--- config.mk ---
export PLATFORM = sky130hd
export DESIGN_NAME = lcd_text_top
export DESIGN_NICKNAME = d
export VERILOG_FILES = /design/src/design/lcd_pkg.sv /design/src/design/lcd_request_port.sv /design/src/design/lcd_cursor_tracker.sv /design/src/design/lcd_bus_timing.sv /design/src/design/lcd_text_top.sv
export SDC_FILE = /design/constraint.sdc
export NUM_CORES = 1
export LEC_CHECK = 0
export BUFFER_PORTS_ARGS = -buffer_cell sky130_fd_sc_hd__buf_2
export CAP_MARGIN = 20
export CELL_PAD_IN_SITES_DETAIL_PLACEMENT = 0
export CELL_PAD_IN_SITES_GLOBAL_PLACEMENT = 1
export CORE_MARGIN = 5
export CORE_UTILIZATION = 41
export DETAILED_ROUTE_END_ITERATION = 6
export MAX_ROUTING_LAYER = met4
export PLACE_DENSITY_LB_ADDON = 0.1
export REMOVE_ABC_BUFFERS = 1
export SLEW_MARGIN = 25
export SYNTH_ARGS = -nofsm -noshare
export SYNTH_HDL_FRONTEND = slang
export SYNTH_HIERARCHICAL = 1
export SYNTH_SLANG_ARGS = --single-unit
--- constraint.sdc ---
create_clock -name clk -period 7.4 [get_ports clk]
set_clock_uncertainty 0.15 [all_clocks]
set_input_delay 0 -clock clk [delete_from_list [all_inputs] [get_ports clk]]
set_output_delay 0 -clock clk [all_outputs]
set_load 0.01 [all_outputs]
--- src/design/lcd_pkg.sv ---
`default_nettype none

package lcd_pkg;

	localparam int WORD_W = 10;
	localparam int CFG_W  = 7;

	typedef logic [WORD_W-1:0] lcd_word_t;  // {rs, rw, data}
	typedef logic [CFG_W-1:0]  lcd_cfg_t;   // {lines, font, disp, cursor, blink, inc, shift}
	typedef logic [3:0]        lcd_col_t;   // column within one line

	// bus word fields
	localparam int RS_BIT   = 9;
	localparam int RW_BIT   = 8;
	localparam int DATA_MSB = 7;

	// set-ddram-address command fields
	localparam int ADDR_CMD_BIT  = 7;
	localparam int ADDR_LINE_BIT = 6;

	// configuration bits, highest first
	localparam int CFG_LINES   = 6;
	localparam int CFG_FONT    = 5;
	localparam int CFG_DISPLAY = 4;
	localparam int CFG_CURSOR  = 3;
	localparam int CFG_BLINK   = 2;
	localparam int CFG_INC     = 1;
	localparam int CFG_SHIFT   = 0;

	localparam int         LCD_COLS   = 16;
	localparam logic [7:0] LINE0_BASE = 8'h80;
	localparam logic [7:0] LINE1_BASE = 8'hC0;
	localparam logic [7:0] CMD_CLEAR  = 8'h01;
	localparam logic [7:0] CMD_HOME   = 8'h02;

	// timing in microseconds, scaled by CLK_PER_US where used
	localparam int T_POWER_UP   = 500;
	localparam int T_EN_SETUP   = 1;
	localparam int T_EN_HIGH    = 13;
	localparam int T_SLOT       = 50;
	localparam int T_GAP_FUNC   = 50;
	localparam int T_GAP_DISP   = 50;
	localparam int T_GAP_CLEAR  = 200;
	localparam int T_GAP_ENTRY  = 100;
	localparam int T_INIT_PULSE = 10;

endpackage

`default_nettype wire

--- src/design/lcd_request_port.sv ---
`timescale 1ns/100ps
`default_nettype none

module lcd_request_port (
	input  logic               clk,
	input  logic               rst,
	input  logic               req,
	input  lcd_pkg::lcd_word_t word,
	output logic               ack,
	output logic               req_valid,
	output lcd_pkg::lcd_word_t req_word,
	input  logic               req_ready
);
	import lcd_pkg::*;

	typedef enum logic [1:0] {
		HS_IDLE,
		HS_ACKED,
		HS_WAIT_RELEASE
	} hs_state_t;

	hs_state_t state;
	logic      full;   // holding register occupied
	logic      take;

	// latch only when not already acked and the register is free
	assign take      = req && !full && (state != HS_ACKED);
	assign req_valid = full;

	always_ff @(posedge clk) begin
		if (rst) begin
			state <= HS_IDLE;
			ack   <= 1'b0;
			full  <= 1'b0;
		end else begin
			if (req_valid && req_ready)
				full <= 1'b0;          // word moved to tracker
			if (take)
				full <= 1'b1;
			case (state)
				HS_IDLE: begin
					if (take) begin
						ack   <= 1'b1;
						state <= HS_ACKED;
					end else if (req) begin
						state <= HS_WAIT_RELEASE;   // register still full
					end
				end
				HS_WAIT_RELEASE: begin
					if (take) begin
						ack   <= 1'b1;
						state <= HS_ACKED;
					end else if (!req) begin
						state <= HS_IDLE;   // host withdrew
					end
				end
				HS_ACKED: begin
					if (!req) begin
						ack   <= 1'b0;      // phase four
						state <= HS_IDLE;
					end
				end
				default: state <= HS_IDLE;
			endcase
		end
	end

	always_ff @(posedge clk) begin
		if (take)
			req_word <= word;
	end

endmodule

`default_nettype wire

--- src/design/lcd_cursor_tracker.sv ---
`timescale 1ns/100ps
`default_nettype none

module lcd_cursor_tracker (
	input  logic               clk,
	input  logic               rst,
	input  logic               req_valid,
	input  lcd_pkg::lcd_word_t req_word,
	output logic               req_ready,
	output logic               trk_valid,
	output lcd_pkg::lcd_word_t trk_word,
	input  logic               trk_ready
);
	import lcd_pkg::*;

	typedef enum logic [1:0] {
		TRK_EMPTY,
		TRK_HOLD,
		TRK_INSERT
	} trk_state_t;

	trk_state_t state;
	lcd_word_t  held;        // character parked behind a line change
	logic       line;
	lcd_col_t   col;
	logic       line_full;   // column has reached LCD_COLS
	logic       is_data;
	logic       is_cmd;
	logic       is_home;
	logic       is_set_addr;
	logic       need_wrap;
	logic       accept;

	assign is_data     = req_word[RS_BIT] && !req_word[RW_BIT];
	assign is_cmd      = !req_word[RS_BIT] && !req_word[RW_BIT];
	assign is_home     = is_cmd && (req_word[DATA_MSB:0] == CMD_CLEAR ||
		req_word[DATA_MSB:0] == CMD_HOME);
	assign is_set_addr = is_cmd && req_word[ADDR_CMD_BIT];
	assign need_wrap   = is_data && line_full;

	assign req_ready = (state == TRK_EMPTY);
	assign trk_valid = (state != TRK_EMPTY);
	assign accept    = req_valid && req_ready;

	always_ff @(posedge clk) begin
		if (rst) begin
			state     <= TRK_EMPTY;
			line      <= 1'b0;
			col       <= '0;
			line_full <= 1'b0;
		end else begin
			case (state)
				TRK_EMPTY: begin
					if (accept) begin
						state <= need_wrap ? TRK_INSERT : TRK_HOLD;
						if (is_home) begin
							line      <= 1'b0;
							col       <= '0;
							line_full <= 1'b0;
						end else if (is_set_addr) begin
							line      <= req_word[ADDR_LINE_BIT];
							col       <= req_word[3:0];
							line_full <= 1'b0;
						end else if (is_data && !line_full) begin
							if (col == lcd_col_t'(LCD_COLS - 1))
								line_full <= 1'b1;
							col <= col + 1'b1;   // wraps to 0 with line_full set
						end
					end
				end
				TRK_INSERT: begin
					if (trk_ready) begin
						state     <= TRK_HOLD;
						line      <= !line;
						col       <= lcd_col_t'(1);   // character lands in column 0
						line_full <= 1'b0;
					end
				end
				TRK_HOLD: begin
					if (trk_ready)
						state <= TRK_EMPTY;
				end
				default: state <= TRK_EMPTY;
			endcase
		end
	end

	always_ff @(posedge clk) begin
		if (state == TRK_EMPTY && accept) begin
			held <= req_word;
			if (need_wrap)
				trk_word <= {1'b0, 1'b0, line ? LINE0_BASE : LINE1_BASE};
			else
				trk_word <= req_word;
		end else if (state == TRK_INSERT && trk_ready) begin
			trk_word <= held;
		end
	end

endmodule

`default_nettype wire

--- src/design/lcd_bus_timing.sv ---
`timescale 1ns/100ps
`default_nettype none

module lcd_bus_timing #(
	parameter int CLK_PER_US = 2
) (
	input  logic               clk,
	input  logic               rst,
	input  lcd_pkg::lcd_cfg_t  cfg,
	input  logic               trk_valid,
	input  lcd_pkg::lcd_word_t trk_word,
	output logic               trk_ready,
	output logic               e,
	output logic               rs,
	output logic               rw,
	output logic [7:0]         lcd_data,
	output logic               busy
);
	import lcd_pkg::*;

	// power-up wait is the longest interval counted
	localparam int CNT_MAX = T_POWER_UP * CLK_PER_US;
	localparam int CNT_W   = $clog2(CNT_MAX + 1);

	typedef logic [CNT_W-1:0] cnt_t;

	typedef enum logic [1:0] {
		BT_POWER_UP,
		BT_INIT_SEQ,
		BT_IDLE,
		BT_WRITE
	} bt_state_t;

	localparam cnt_t PU_LAST    = cnt_t'(T_POWER_UP * CLK_PER_US - 1);
	localparam cnt_t PULSE_LAST = cnt_t'(T_INIT_PULSE * CLK_PER_US - 1);
	localparam cnt_t SETUP_LAST = cnt_t'(T_EN_SETUP * CLK_PER_US - 1);
	localparam cnt_t HIGH_LAST  = cnt_t'((T_EN_SETUP + T_EN_HIGH) * CLK_PER_US - 1);
	localparam cnt_t SLOT_LAST  = cnt_t'(T_SLOT * CLK_PER_US - 1);

	bt_state_t  state;
	cnt_t       cnt;
	logic [1:0] step;     // init command index
	logic       accept;

	// last count of an init step, pulse plus its gap
	function automatic cnt_t step_last(input logic [1:0] idx);
		int gap_us;
		case (idx)
			2'd0:    gap_us = T_GAP_FUNC;
			2'd1:    gap_us = T_GAP_DISP;
			2'd2:    gap_us = T_GAP_CLEAR;
			default: gap_us = T_GAP_ENTRY;
		endcase
		return cnt_t'((T_INIT_PULSE + gap_us) * CLK_PER_US - 1);
	endfunction

	function automatic logic [7:0] init_cmd(input logic [1:0] idx, input lcd_cfg_t c);
		logic [7:0] cmd;
		case (idx)
			2'd0:    cmd = {4'b0011, c[CFG_LINES], c[CFG_FONT], 2'b00};   // function set
			2'd1:    cmd = {5'b00001, c[CFG_DISPLAY], c[CFG_CURSOR], c[CFG_BLINK]};
			2'd2:    cmd = CMD_CLEAR;
			default: cmd = {6'b000001, c[CFG_INC], c[CFG_SHIFT]};          // entry mode
		endcase
		return cmd;
	endfunction

	assign trk_ready = (state == BT_IDLE);
	assign accept    = trk_valid && trk_ready;

	always_ff @(posedge clk) begin
		if (rst) begin
			state    <= BT_POWER_UP;
			cnt      <= '0;
			step     <= '0;
			e        <= 1'b0;
			rs       <= 1'b0;
			rw       <= 1'b0;
			lcd_data <= '0;
			busy     <= 1'b1;
		end else begin
			case (state)
				BT_POWER_UP: begin
					if (cnt == PU_LAST) begin
						cnt      <= '0;
						step     <= '0;
						e        <= 1'b1;
						lcd_data <= init_cmd(2'd0, cfg);
						state    <= BT_INIT_SEQ;
					end else begin
						cnt <= cnt + 1'b1;
					end
				end
				BT_INIT_SEQ: begin
					if (cnt == PULSE_LAST)
						e <= 1'b0;
					if (cnt == step_last(step)) begin
						cnt <= '0;
						if (step == 2'd3) begin
							busy  <= 1'b0;       // init done
							state <= BT_IDLE;
						end else begin
							step     <= step + 1'b1;
							e        <= 1'b1;
							lcd_data <= init_cmd(step + 2'd1, cfg);
						end
					end else begin
						cnt <= cnt + 1'b1;
					end
				end
				BT_IDLE: begin
					if (accept) begin
						rs       <= trk_word[RS_BIT];
						rw       <= trk_word[RW_BIT];
						lcd_data <= trk_word[DATA_MSB:0];
						busy     <= 1'b1;
						cnt      <= '0;
						state    <= BT_WRITE;
					end
				end
				BT_WRITE: begin
					if (cnt == SETUP_LAST)
						e <= 1'b1;           // after address setup
					if (cnt == HIGH_LAST)
						e <= 1'b0;           // panel latches here
					if (cnt == SLOT_LAST) begin
						cnt   <= '0;
						busy  <= 1'b0;
						state <= BT_IDLE;
					end else begin
						cnt <= cnt + 1'b1;
					end
				end
				default: state <= BT_POWER_UP;
			endcase
		end
	end

endmodule

`default_nettype wire

--- src/design/lcd_text_top.sv ---
`timescale 1ns/100ps
`default_nettype none

module lcd_text_top #(
	parameter int CLK_PER_US = 2
) (
	input  logic               clk,
	input  logic               rst,
	input  lcd_pkg::lcd_cfg_t  cfg,
	input  logic               req,
	input  lcd_pkg::lcd_word_t word,
	output logic               ack,
	output logic               e,
	output logic               rs,
	output logic               rw,
	output logic [7:0]         lcd_data,
	output logic               busy
);
	import lcd_pkg::*;

	logic      req_valid;
	lcd_word_t req_word;
	logic      req_ready;
	logic      trk_valid;
	lcd_word_t trk_word;
	logic      trk_ready;

	lcd_request_port u_req (   // host handshake
		.clk       (clk),
		.rst       (rst),
		.req       (req),
		.word      (word),
		.ack       (ack),
		.req_valid (req_valid),
		.req_word  (req_word),
		.req_ready (req_ready)
	);

	lcd_cursor_tracker u_trk (
		.clk       (clk),
		.rst       (rst),
		.req_valid (req_valid),
		.req_word  (req_word),
		.req_ready (req_ready),
		.trk_valid (trk_valid),
		.trk_word  (trk_word),
		.trk_ready (trk_ready)
	);

	lcd_bus_timing #(
		.CLK_PER_US (CLK_PER_US)
	) u_bus (
		.clk       (clk),
		.rst       (rst),
		.cfg       (cfg),
		.trk_valid (trk_valid),
		.trk_word  (trk_word),
		.trk_ready (trk_ready),
		.e         (e),
		.rs        (rs),
		.rw        (rw),
		.lcd_data  (lcd_data),
		.busy      (busy)
	);

endmodule

`default_nettype wire

==> flow_summary.toml, run 1 <==
[power]
p_leak_nw = 1.61
ir_drop_uv = 121
power_mw = 0.926
power_density_nw_per_um2 = 220

[finish]
final_area_um2 = 4210
finalNonFillerCells = 504
multi_input_area_um2 = 1870
seq_area_um2 = 1660
syn2layout_area_growth_pct = 13.6
num-nets-final = 427
final_core_util_pct = 48.0
layout_common_cells = "dfxtp_1, nand2_1, buf_2"
n_antenna_cell = 0
final_common_cell = "dfxtp_1"
final_layout_size_suffix_gt1_share_pct = 19.4
n_fill_cell = 832

[detailed_routing]
m1WireLength_mm = 3.58
drc_errors = 0
route.met3.wl_um = 222
wl_mm = 8.16
top_layer = "met4"
drtIter0Drc = 117
dr_total_vias = 2747
antenna_left = 0
wl_met2_mm = 4.22
dr.pass1.iters = 4
wire_per_inst_um = 16.2
vias_per_cell = 5.45

[sta]
timing.final.crit_share_pct = 37.2
drv_slew = 0
relSlewSlack_pct = 55.3
min_period_ns = 2.76
grt_setup_unrepaired = "no"
hold_viol_final = 0
max_freq_mhz = 363
worstMarginPinSlew_ns = 0.671
finalSetupTns_ns = 0
setup_viol = 0

[synth]
synth_ff_type = "dfxtp_1"
yosys_warnings = 6
ys_async_sr_fraction_pct = 0
syn-mean-instance-area_um2 = 10.6
synth_top_area_share_pct = 24.3
synth-seq-cells = 68
synth_area_leaders = "edfxtp_1, dfxtp_1, ha_1"
synth_cells = 350
syn_area_um2 = 3710
ys_types = 76
ys_seq_area_share_pct = 44.8
synth_edf_count = 30
yosysTopAreaCell = "edfxtp_1"

[setup_path]
crit_start = "u_bus/step[0]$_SDFFE_PP0P_"
rr_endpoint = "u_bus/state[1]$_SDFFE_PP0P_"
required_ns = 7.47
rr_worst_depth = 7
regToRegSetupSlack_ns = 4.64
critPathCaptureType = "register"
r2r-start = "u_bus/step[0]$_SDFFE_PP0P_"
worstSetupStartpointType = "register"
cp.arrival_ns = 2.82
worstSetupPathType = "register to register"
crit_fanout = 9

[flow_run]
drv_cap = 0

[clocking]
cts_root_buffer = "clkbuf_8"
cts_tree = "yes"
path_clk_slew_ns = 0.07
cts_buffers = 9
cts_max_level = 3
postCtsSetupRepairBufs = 0
ctsLongestPathBuffers = 2
clk_latency_ns = 0.34
cts.sinks = 68

[die]
die_y_um = 105
start_util_pct = 42.3
core_um2 = 8760
die_area_um2 = 11000
fp.dieW_um = 105
rows = 34
num_io_pins = 33

[global_routing]
grt_max_degree = 37
grt_pass1_wl_mm = 13.7
grt_util_all_layers_pct = 15.8
grt_overflow = 0
antenna_found_initial = 0
grt_pass1_vias = 2731

[placement]
place_congestion = 0.776
dp_hpwl_mm = 5.74
numPortBuffers = 32
dp_cells = 475
postPlaceCellArea_um2 = 3910

[min_path]
whs_path_depth = 3
whs_endpoint = "u_req/req_valid$_SDFFE_PP0P_"
min-delay-start = "rst"
min_path_type = "primary input to register"

[outcome]
status = "completed"
==> cell families (layout without fill, tap and decap cells) <==
kind of cell,count (synthesis),after routing,synth area share (%)
muxes,10,10,2.84
AOI/OAI and AO/OA,91,91,21.0
adders and majority gates,16,16,5.40
DFF,68,68,44.8
buffers and inverters,35,81,4.62
and+or+nand+nor,118,118,18.4
xor gates and xnor gates,12,12,2.84
==> stage by stage <==
stage	setup slack (ns)	hold slack (ns)
2_1_floorplan	4.91	-0.0838
3_3_place_gp	4.74	0.0266
3_5_place_dp	4.65	0.0281
4_1_cts	4.64	0.0251
5_1_grt	4.44	0.0477
6_report	4.64	0.0333
==> layer usage <==
metal / vias to the layer above / track usage (%)
li1: 1389 / -
met1: 1300 / 18.6
met2: 45 / 26.8
met3: 13 / 3.08
met4: 0 / 5.57
met5: - / -
==> Yosys cell counts (6+ instances only) <==
master and instances:
a21oi_1 16, a22o_1 9, clkbuf_1 6, dfxtp_1 38, edfxtp_1 30, ha_1 16, inv_1 19, mux2i_1 6
nand2_1 33, nand2b_1 9, nand3_1 11, nand4_1 6, nor2_1 17, nor3_1 10, o21ai_0 8, xor2_1 8
==> flip-flops by register name, indices dropped and copies added (netlist names) <==
signal,count
u_req/ack,1
u_req/state,2
u_trk/line_full,1
u_bus/state,2
u_bus/step,2
u_trk/state,2
u_trk/col,4
u_bus/cnt,10
u_bus/e,1
u_trk/held,10
u_req/req_valid,1
u_bus/rw,1
u_trk/trk_word,10
u_req/req_word,10
u_trk/line,1
u_bus/rs,1
u_bus/lcd_data,8
u_bus/busy,1
==> worst max-delay path, cell delays in order (launching register included) <==
cell,delay [ns]
dfxtp_1,0.36
inv_1,0.24
ha_1,0.29
or3b_1,0.39
a211oi_1,0.32
o2111ai_1,0.30
a21oi_2,0.26
mux2_1,0.33
==> worst max-delay path by stage <==
stage | end | slack (ns) | cells after the start
detailed placement | u_bus/state[1]$_SDFFE_PP0P_ | 4.65 | 7
CTS | u_bus/state[1]$_SDFFE_PP0P_ | 4.64 | 7
floorplan | u_bus/state[1]$_SDFFE_PP0P_ | 4.91 | 7
global placement | u_bus/state[1]$_SDFFE_PP0P_ | 4.74 | 7
global route | u_bus/state[1]$_SDFFE_PP0P_ | 4.44 | 7
finish | u_bus/state[1]$_SDFFE_PP0P_ | 4.64 | 7
==> final cells by class <==
cell class              count  share of cell area [%]
multi-input cells         247                    44.5
flip-flops and latches     68                    39.5
repair buffers             46                    7.07
well taps                 108                    3.21
clock buffers              10                    3.03
inverters                  19                    1.69
clock inverters             6                    1.01
==> power breakdown <==
part | total [mW] | internal [mW] | leakage (nW) | switching, mW
clock network | 0.265 | 0.121 | 0.0822 | 0.143
logic | 0.207 | 0.0862 | 0.940 | 0.121
registers | 0.454 | 0.426 | 0.588 | 0.0282
total | 0.926 | 0.634 | 1.61 | 0.292
==> timing repair <==
item | in CTS | in global routing
resized for setup | 0 | 0
hold buffers | 13 | 0
endpoints found under the hold margin | 16 | 0
No activity file was read; power rests on OpenSTA's default activity.
==> run 2, diff against run 1 <==
==> constraint.sdc (replaced) <==
create_clock -name clk -period 2.8 [get_ports clk]
set_clock_uncertainty 0.15 [all_clocks]
set_input_delay 0 -clock clk [delete_from_list [all_inputs] [get_ports clk]]
set_output_delay 0 -clock clk [all_outputs]
set_load 0.01 [all_outputs]
==> flow_summary.toml, run 2 (synthesis results as in run 1) <==
[clocking]
cts_resized = 0
cts_max_level = 3
cts.sinks = 68
cts_tree = "yes"
path_clk_slew_ns = 0.09
clk_latency_ns = 0.34
cts_buffers = 9
ctsLongestPathBuffers = 2
postCtsSetupRepairBufs = 0
cts_root_buffer = "clkbuf_8"
hold_buffers = 15

[setup_path]
r2r-start = "u_bus/step[0]$_SDFFE_PP0P_"
crit_fanout = 5
crit_family = "compound AO/OA/AOI/OAI gates"
worstSetupPathType = "register to register"
required_ns = 2.89
cp.arrival_ns = 2.67
regToRegSetupSlack_ns = 0.22
critPathCaptureType = "register"
rr_endpoint = "u_bus/state[1]$_SDFFE_PP0P_"
crit_path_cell_trace = "inv_1, ha_1, or3b_4, a211oi_4, o2111ai_1, a21oi_2, mux2_1"
worstSetupStartpointType = "register"
crit_slowest_cell = "dfxtp_1"
slowest_delay_ns = 0.41
crit_buf_inv = 1
rr_worst_depth = 7

[sta]
hold_ws_ns = 0.139
setup_viol = 0
hold_viol_final = 0
max_freq_mhz = 388
min_period_ns = 2.58
grt_setup_unrepaired = "no"
finalSetupTns_ns = 0
drv_slew = 0
timing.final.crit_share_pct = 92.1
relSlewSlack_pct = 69.3
worstMarginPinSlew_ns = 0.457

[die]
rows = 34
die_y_um = 105
die_area_um2 = 11000
fp.dieW_um = 105
core_um2 = 8760
num_io_pins = 33
start_util_pct = 42.3

[global_routing]
grt_util_all_layers_pct = 15.7
top_usage_layer = "met2"
grt_pass1_wl_mm = 13.7
antenna_found_initial = 0
met3_usage_pct = 3.27
grt_max_degree = 25
met1_usage_pct = 18.9
met2_usage_pct = 26.2
grt_overflow = 0
grt_pass1_vias = 2793

[min_path]
min-delay-start = "cfg[4]"
min_path_type = "primary input to register"
whs_path_depth = 6
whs_endpoint = "u_bus/lcd_data[2]$_SDFFE_PP0P_"

[detailed_routing]
drtIter0Drc = 102
dr.pass1.iters = 7
antenna_left = 0
wire_per_inst_um = 15.8
drc_errors = 0
vias_per_cell = 5.51
dr_total_vias = 2839
wl_mm = 8.16

[placement]
dp_hpwl_mm = 6.02
place_congestion = 0.794
numPortBuffers = 32

[finish]
layout_common_cells = "dfxtp_1, nand2_1, buf_2"
n_antenna_cell = 0
final_common_cell = "dfxtp_1"
final_layout_size_suffix_gt1_share_pct = 21.4
num-nets-final = 438
syn2layout_area_growth_pct = 16.7

[power]
ir_drop_uv = 337
p_leak_nw = 1.68
power_density_nw_per_um2 = 598

[flow_run]
drv_cap = 0

[outcome]
status = "completed"
## run 2: worst max-delay path by stage
stage / start / end / slack (ns) / cells after the start
2_1_floorplan: u_bus/step[0]$_SDFFE_PP0P_ / u_bus/state[1]$_SDFFE_PP0P_ / 0.31 / 7
3_3_place_gp: u_bus/step[0]$_SDFFE_PP0P_ / u_bus/state[1]$_SDFFE_PP0P_ / 0.27 / 7
3_5_place_dp: u_bus/step[0]$_SDFFE_PP0P_ / u_bus/state[1]$_SDFFE_PP0P_ / 0.23 / 7
4_1_cts: u_bus/step[0]$_SDFFE_PP0P_ / u_bus/state[1]$_SDFFE_PP0P_ / 0.21 / 7
5_1_grt: u_bus/step[0]$_SDFFE_PP0P_ / u_bus/state[1]$_SDFFE_PP0P_ / 0.07 / 7
6_report: u_bus/step[0]$_SDFFE_PP0P_ / u_bus/state[1]$_SDFFE_PP0P_ / 0.22 / 7
## run 2: cell type report
class / instances / area [um^2]
fill: 822 / 4440
multi-input combinational: 247 / 1870
sequential: 68 / 1660
timing repair buffer: 57 / 385
clock buffer: 10 / 149
tap: 108 / 135
inverter: 19 / 71.3
clock inverter: 6 / 50.0
## run 2: tightest hold or removal path: cells and delay by family
family	cells	cell delay, ns
AO/OA/AOI/OAI	5	0.53
buffers and inverters	1	0.08
## run 2: per-stage QoR
step                std cells  power, mW  cell area, um^2  setup WS, ns  utilization (%)
finish                    515       2.59             4330         0.223             49.4
global route              515       2.73             4330        0.0658             49.4
CTS                       515       2.62             4330         0.210             49.4
detailed placement        484       1.79             3980         0.225             45.4
global placement          484       1.79             3980         0.270             45.4
floorplan                 334       1.60             3610         0.311                -
## run 2: report_power, final
group	internal [mW]	total, mW	switching (mW)
Clock	0.388	0.813	0.425
Combinational	0.248	0.579	0.332
Sequential	1.12	1.20	0.0710
Total	1.76	2.59	0.828
## run 2: layer usage
layer / share of wire [%] / wire (um)
met2: 50 / 4110
met4: 1.0 / 83
met5: 0 / 0
met3: 3.2 / 260
met1: 45 / 3700
==> run 3, diff against run 2 <==
--- a/config.mk
+++ b/config.mk
@@ -18,5 +18,4 @@
 export SLEW_MARGIN = 25
 export SYNTH_ARGS = -nofsm -noshare
 export SYNTH_HDL_FRONTEND = slang
-export SYNTH_HIERARCHICAL = 1
 export SYNTH_SLANG_ARGS = --single-unit
==> flow_summary.toml, run 3 <==
[outcome]
status = "completed"

[setup_path]
cp.arrival_ns = 2.72
crit_start = "u_bus.step[0]$_SDFFE_PP0P_"
crit_fanout = 11
crit_slowest_cell = "or4b_4"
regToRegSetupSlack_ns = 0.14
rr_worst_depth = 7
slowest_delay_ns = 0.50
worstSetupPathType = "register to register"
crit_family = "compound AO/OA/AOI/OAI gates"
required_ns = 2.86
crit_buf_inv = 1
rr_endpoint = "u_bus.lcd_data[5]$_SDFFE_PP0P_"
crit_path_cell_trace = "inv_1, ha_1, nor2b_1, or4b_4, a211o_2, a2111oi_1, a211oi_1"
r2r-start = "u_bus.step[0]$_SDFFE_PP0P_"
worstSetupStartpointType = "register"
critPathCaptureType = "register"

[clocking]
cts.sinks = 68
cts_buffers = 9
cts_tree = "yes"
clk_latency_ns = 0.35
postCtsSetupRepairBufs = 0
ctsLongestPathBuffers = 2
cts_root_buffer = "clkbuf_8"
cts_max_level = 3
path_clk_slew_ns = 0.08

[detailed_routing]
vias_per_cell = 5.34
dr.pass1.iters = 4
drtIter0Drc = 88
dr_total_vias = 2721
antenna_left = 0
wl_mm = 7.85
wire_per_inst_um = 15.4
drc_errors = 0

[power]
power_density_nw_per_um2 = 693
ir_drop_uv = 372
clkPwrFrac_pct = 37.1
p_sw_mw = 0.852
intPower_mw = 2.10
p_seq_share_pct = 40.3
combPwrFrac_pct = 22.6
sw_frac_of_total_pct = 28.9
p_leak_nw = 1.62

[synth]
yosysTopAreaCell = "edfxtp_1"
synth_top_area_share_pct = 24.8
yosysMostFrequentCell = "dfxtp_1"
synth_cells = 350
synth_ff_type = "dfxtp_1"
syn_area_um2 = 3630
synth_commonest_cells = "dfxtp_1, edfxtp_1, nand2_1, inv_1, nor2_1"
synth-seq-cells = 68
syn-mean-instance-area_um2 = 10.4
synth_area_leaders = "edfxtp_1, dfxtp_1, ha_1"
ys_async_sr_fraction_pct = 0
synth_edf_count = 30
ys_types = 69
ys_seq_area_share_pct = 45.7
yosys_warnings = 0

[min_path]
whs_path_depth = 5
min_path_type = "primary input to register"
whs_endpoint = "u_bus.lcd_data[3]$_SDFFE_PP0P_"
min-delay-start = "cfg[6]"

[sta]
grt_setup_unrepaired = "no"
hold_ws_ns = 0.0436
hold_viol_final = 0
timing.final.crit_share_pct = 94.9
worstMarginPinSlew_ns = 0.590
setup_viol = 0
max_freq_mhz = 376
drv_slew = 0
finalSetupTns_ns = 0
min_period_ns = 2.66
relSlewSlack_pct = 60.7

[finish]
final_common_cell = "dfxtp_1"
layout_common_cells = "dfxtp_1, buf_2, edfxtp_1"
multi_input_area_um2 = 1740
final_layout_size_suffix_gt1_share_pct = 20.1
final_core_util_pct = 49.0
n_antenna_cell = 0
seq_area_um2 = 1660
n_fill_cell = 832
num-nets-final = 431
syn2layout_area_growth_pct = 17.0

[placement]
dp_hpwl_mm = 5.62
numPortBuffers = 32
place_congestion = 0.788

[die]
num_io_pins = 33
die_area_um2 = 10800
core_um2 = 8680
die_y_um = 104
rows = 34
start_util_pct = 41.9
fp.dieW_um = 104

[global_routing]
grt_max_degree = 28
grt_overflow = 0
grt_util_all_layers_pct = 15.3
grt_pass1_wl_mm = 13.3
grt_pass1_vias = 2631
antenna_found_initial = 0

[flow_run]
drv_cap = 0
==> run 3: cell families (layout without fill, tap and decap cells) <==
family | Yosys count | in the layout | share of synthesized area (%)
AND/OR/NAND/NOR | 116 | 116 | 17.6
adder cells (fa/ha/maj) | 14 | 14 | 4.82
AO/OA/AOI/OAI | 93 | 93 | 20.2
multiplexers | 8 | 8 | 2.24
buffers and inverters | 39 | 91 | 6.54
flip-flops | 68 | 68 | 45.7
XOR/XNOR | 12 | 12 | 2.89
==> run 3: worst max path at each step <==
stage,endpoint,slack [ns],cells past startpoint
after floorplan,u_bus.lcd_data[2]$_SDFFE_PP0P_,0.25,6
after global placement,u_bus.lcd_data[4]$_SDFFE_PP0P_,0.18,7
after detailed placement,u_bus.lcd_data[4]$_SDFFE_PP0P_,0.06,7
after CTS,u_bus.lcd_data[4]$_SDFFE_PP0P_,0.03,7
after global routing,u_bus.lcd_data[5]$_SDFFE_PP0P_,0.007,7
final,u_bus.lcd_data[5]$_SDFFE_PP0P_,0.14,7
==> run 3: worst min-delay path: stages <==
cell and delay [ns]:
buf_2 0.08, o21ai_0 0.06, o21ai_0 0.07, a211oi_1 0.05, a211oi_1 0.21
==> run 3: power by group through the flow <==
stage / sequential [mW] / clock, mW / combinational [mW]
after floorplan: 1.21 / 0 / 0.434
after global placement: 1.21 / 0 / 0.656
after detailed placement: 1.21 / 0 / 0.652
after CTS: 1.19 / 1.11 / 0.669
after global routing: 1.20 / 1.17 / 0.746
final: 1.19 / 1.09 / 0.668
==> run 3: repair_timing <==
item | in CTS | in global routing
setup endpoints to repair | 0 | 2
hold endpoints to repair | 17 | 0
resized for setup | 0 | 4
hold buffers | 12 | 0
==> run 3: stage by stage <==
step | setup slack, ns | instance area (um^2) | instances | power, mW
3_5_place_dp | 0.0602 | 3850 | 482 | 1.86
4_1_cts | 0.0337 | 4240 | 510 | 2.97
3_3_place_gp | 0.182 | 3850 | 482 | 1.86
5_1_grt | 0.00728 | 4250 | 510 | 3.11
6_report | 0.142 | 4250 | 510 | 2.95
2_1_floorplan | 0.254 | 3470 | 330 | 1.65
==> run 3: layout make-up <==
| class | instances | area share, % |
|---|---|---|
| clock buffers | 9 | 2.91 |
| repair buffers | 56 | 8.71 |
| well taps | 108 | 3.18 |
| inverters | 19 | 1.68 |
| clock inverters | 7 | 3.41 |
| multi-input cells | 243 | 41.0 |
| flip-flops and latches | 68 | 39.1 |
==> run 3: layer usage <==
| layer | up-vias | track usage (%) | wire [um] |
|---|---|---|---|
| met4 | 0 | 3.61 | 61 |
| met5 | - | - | 0 |
| met1 | 1266 | 20.5 | 3850 |
| li1 | 1390 | - | - |
| met2 | 58 | 23.1 | 3610 |
| met3 | 7 | 4.47 | 324 |
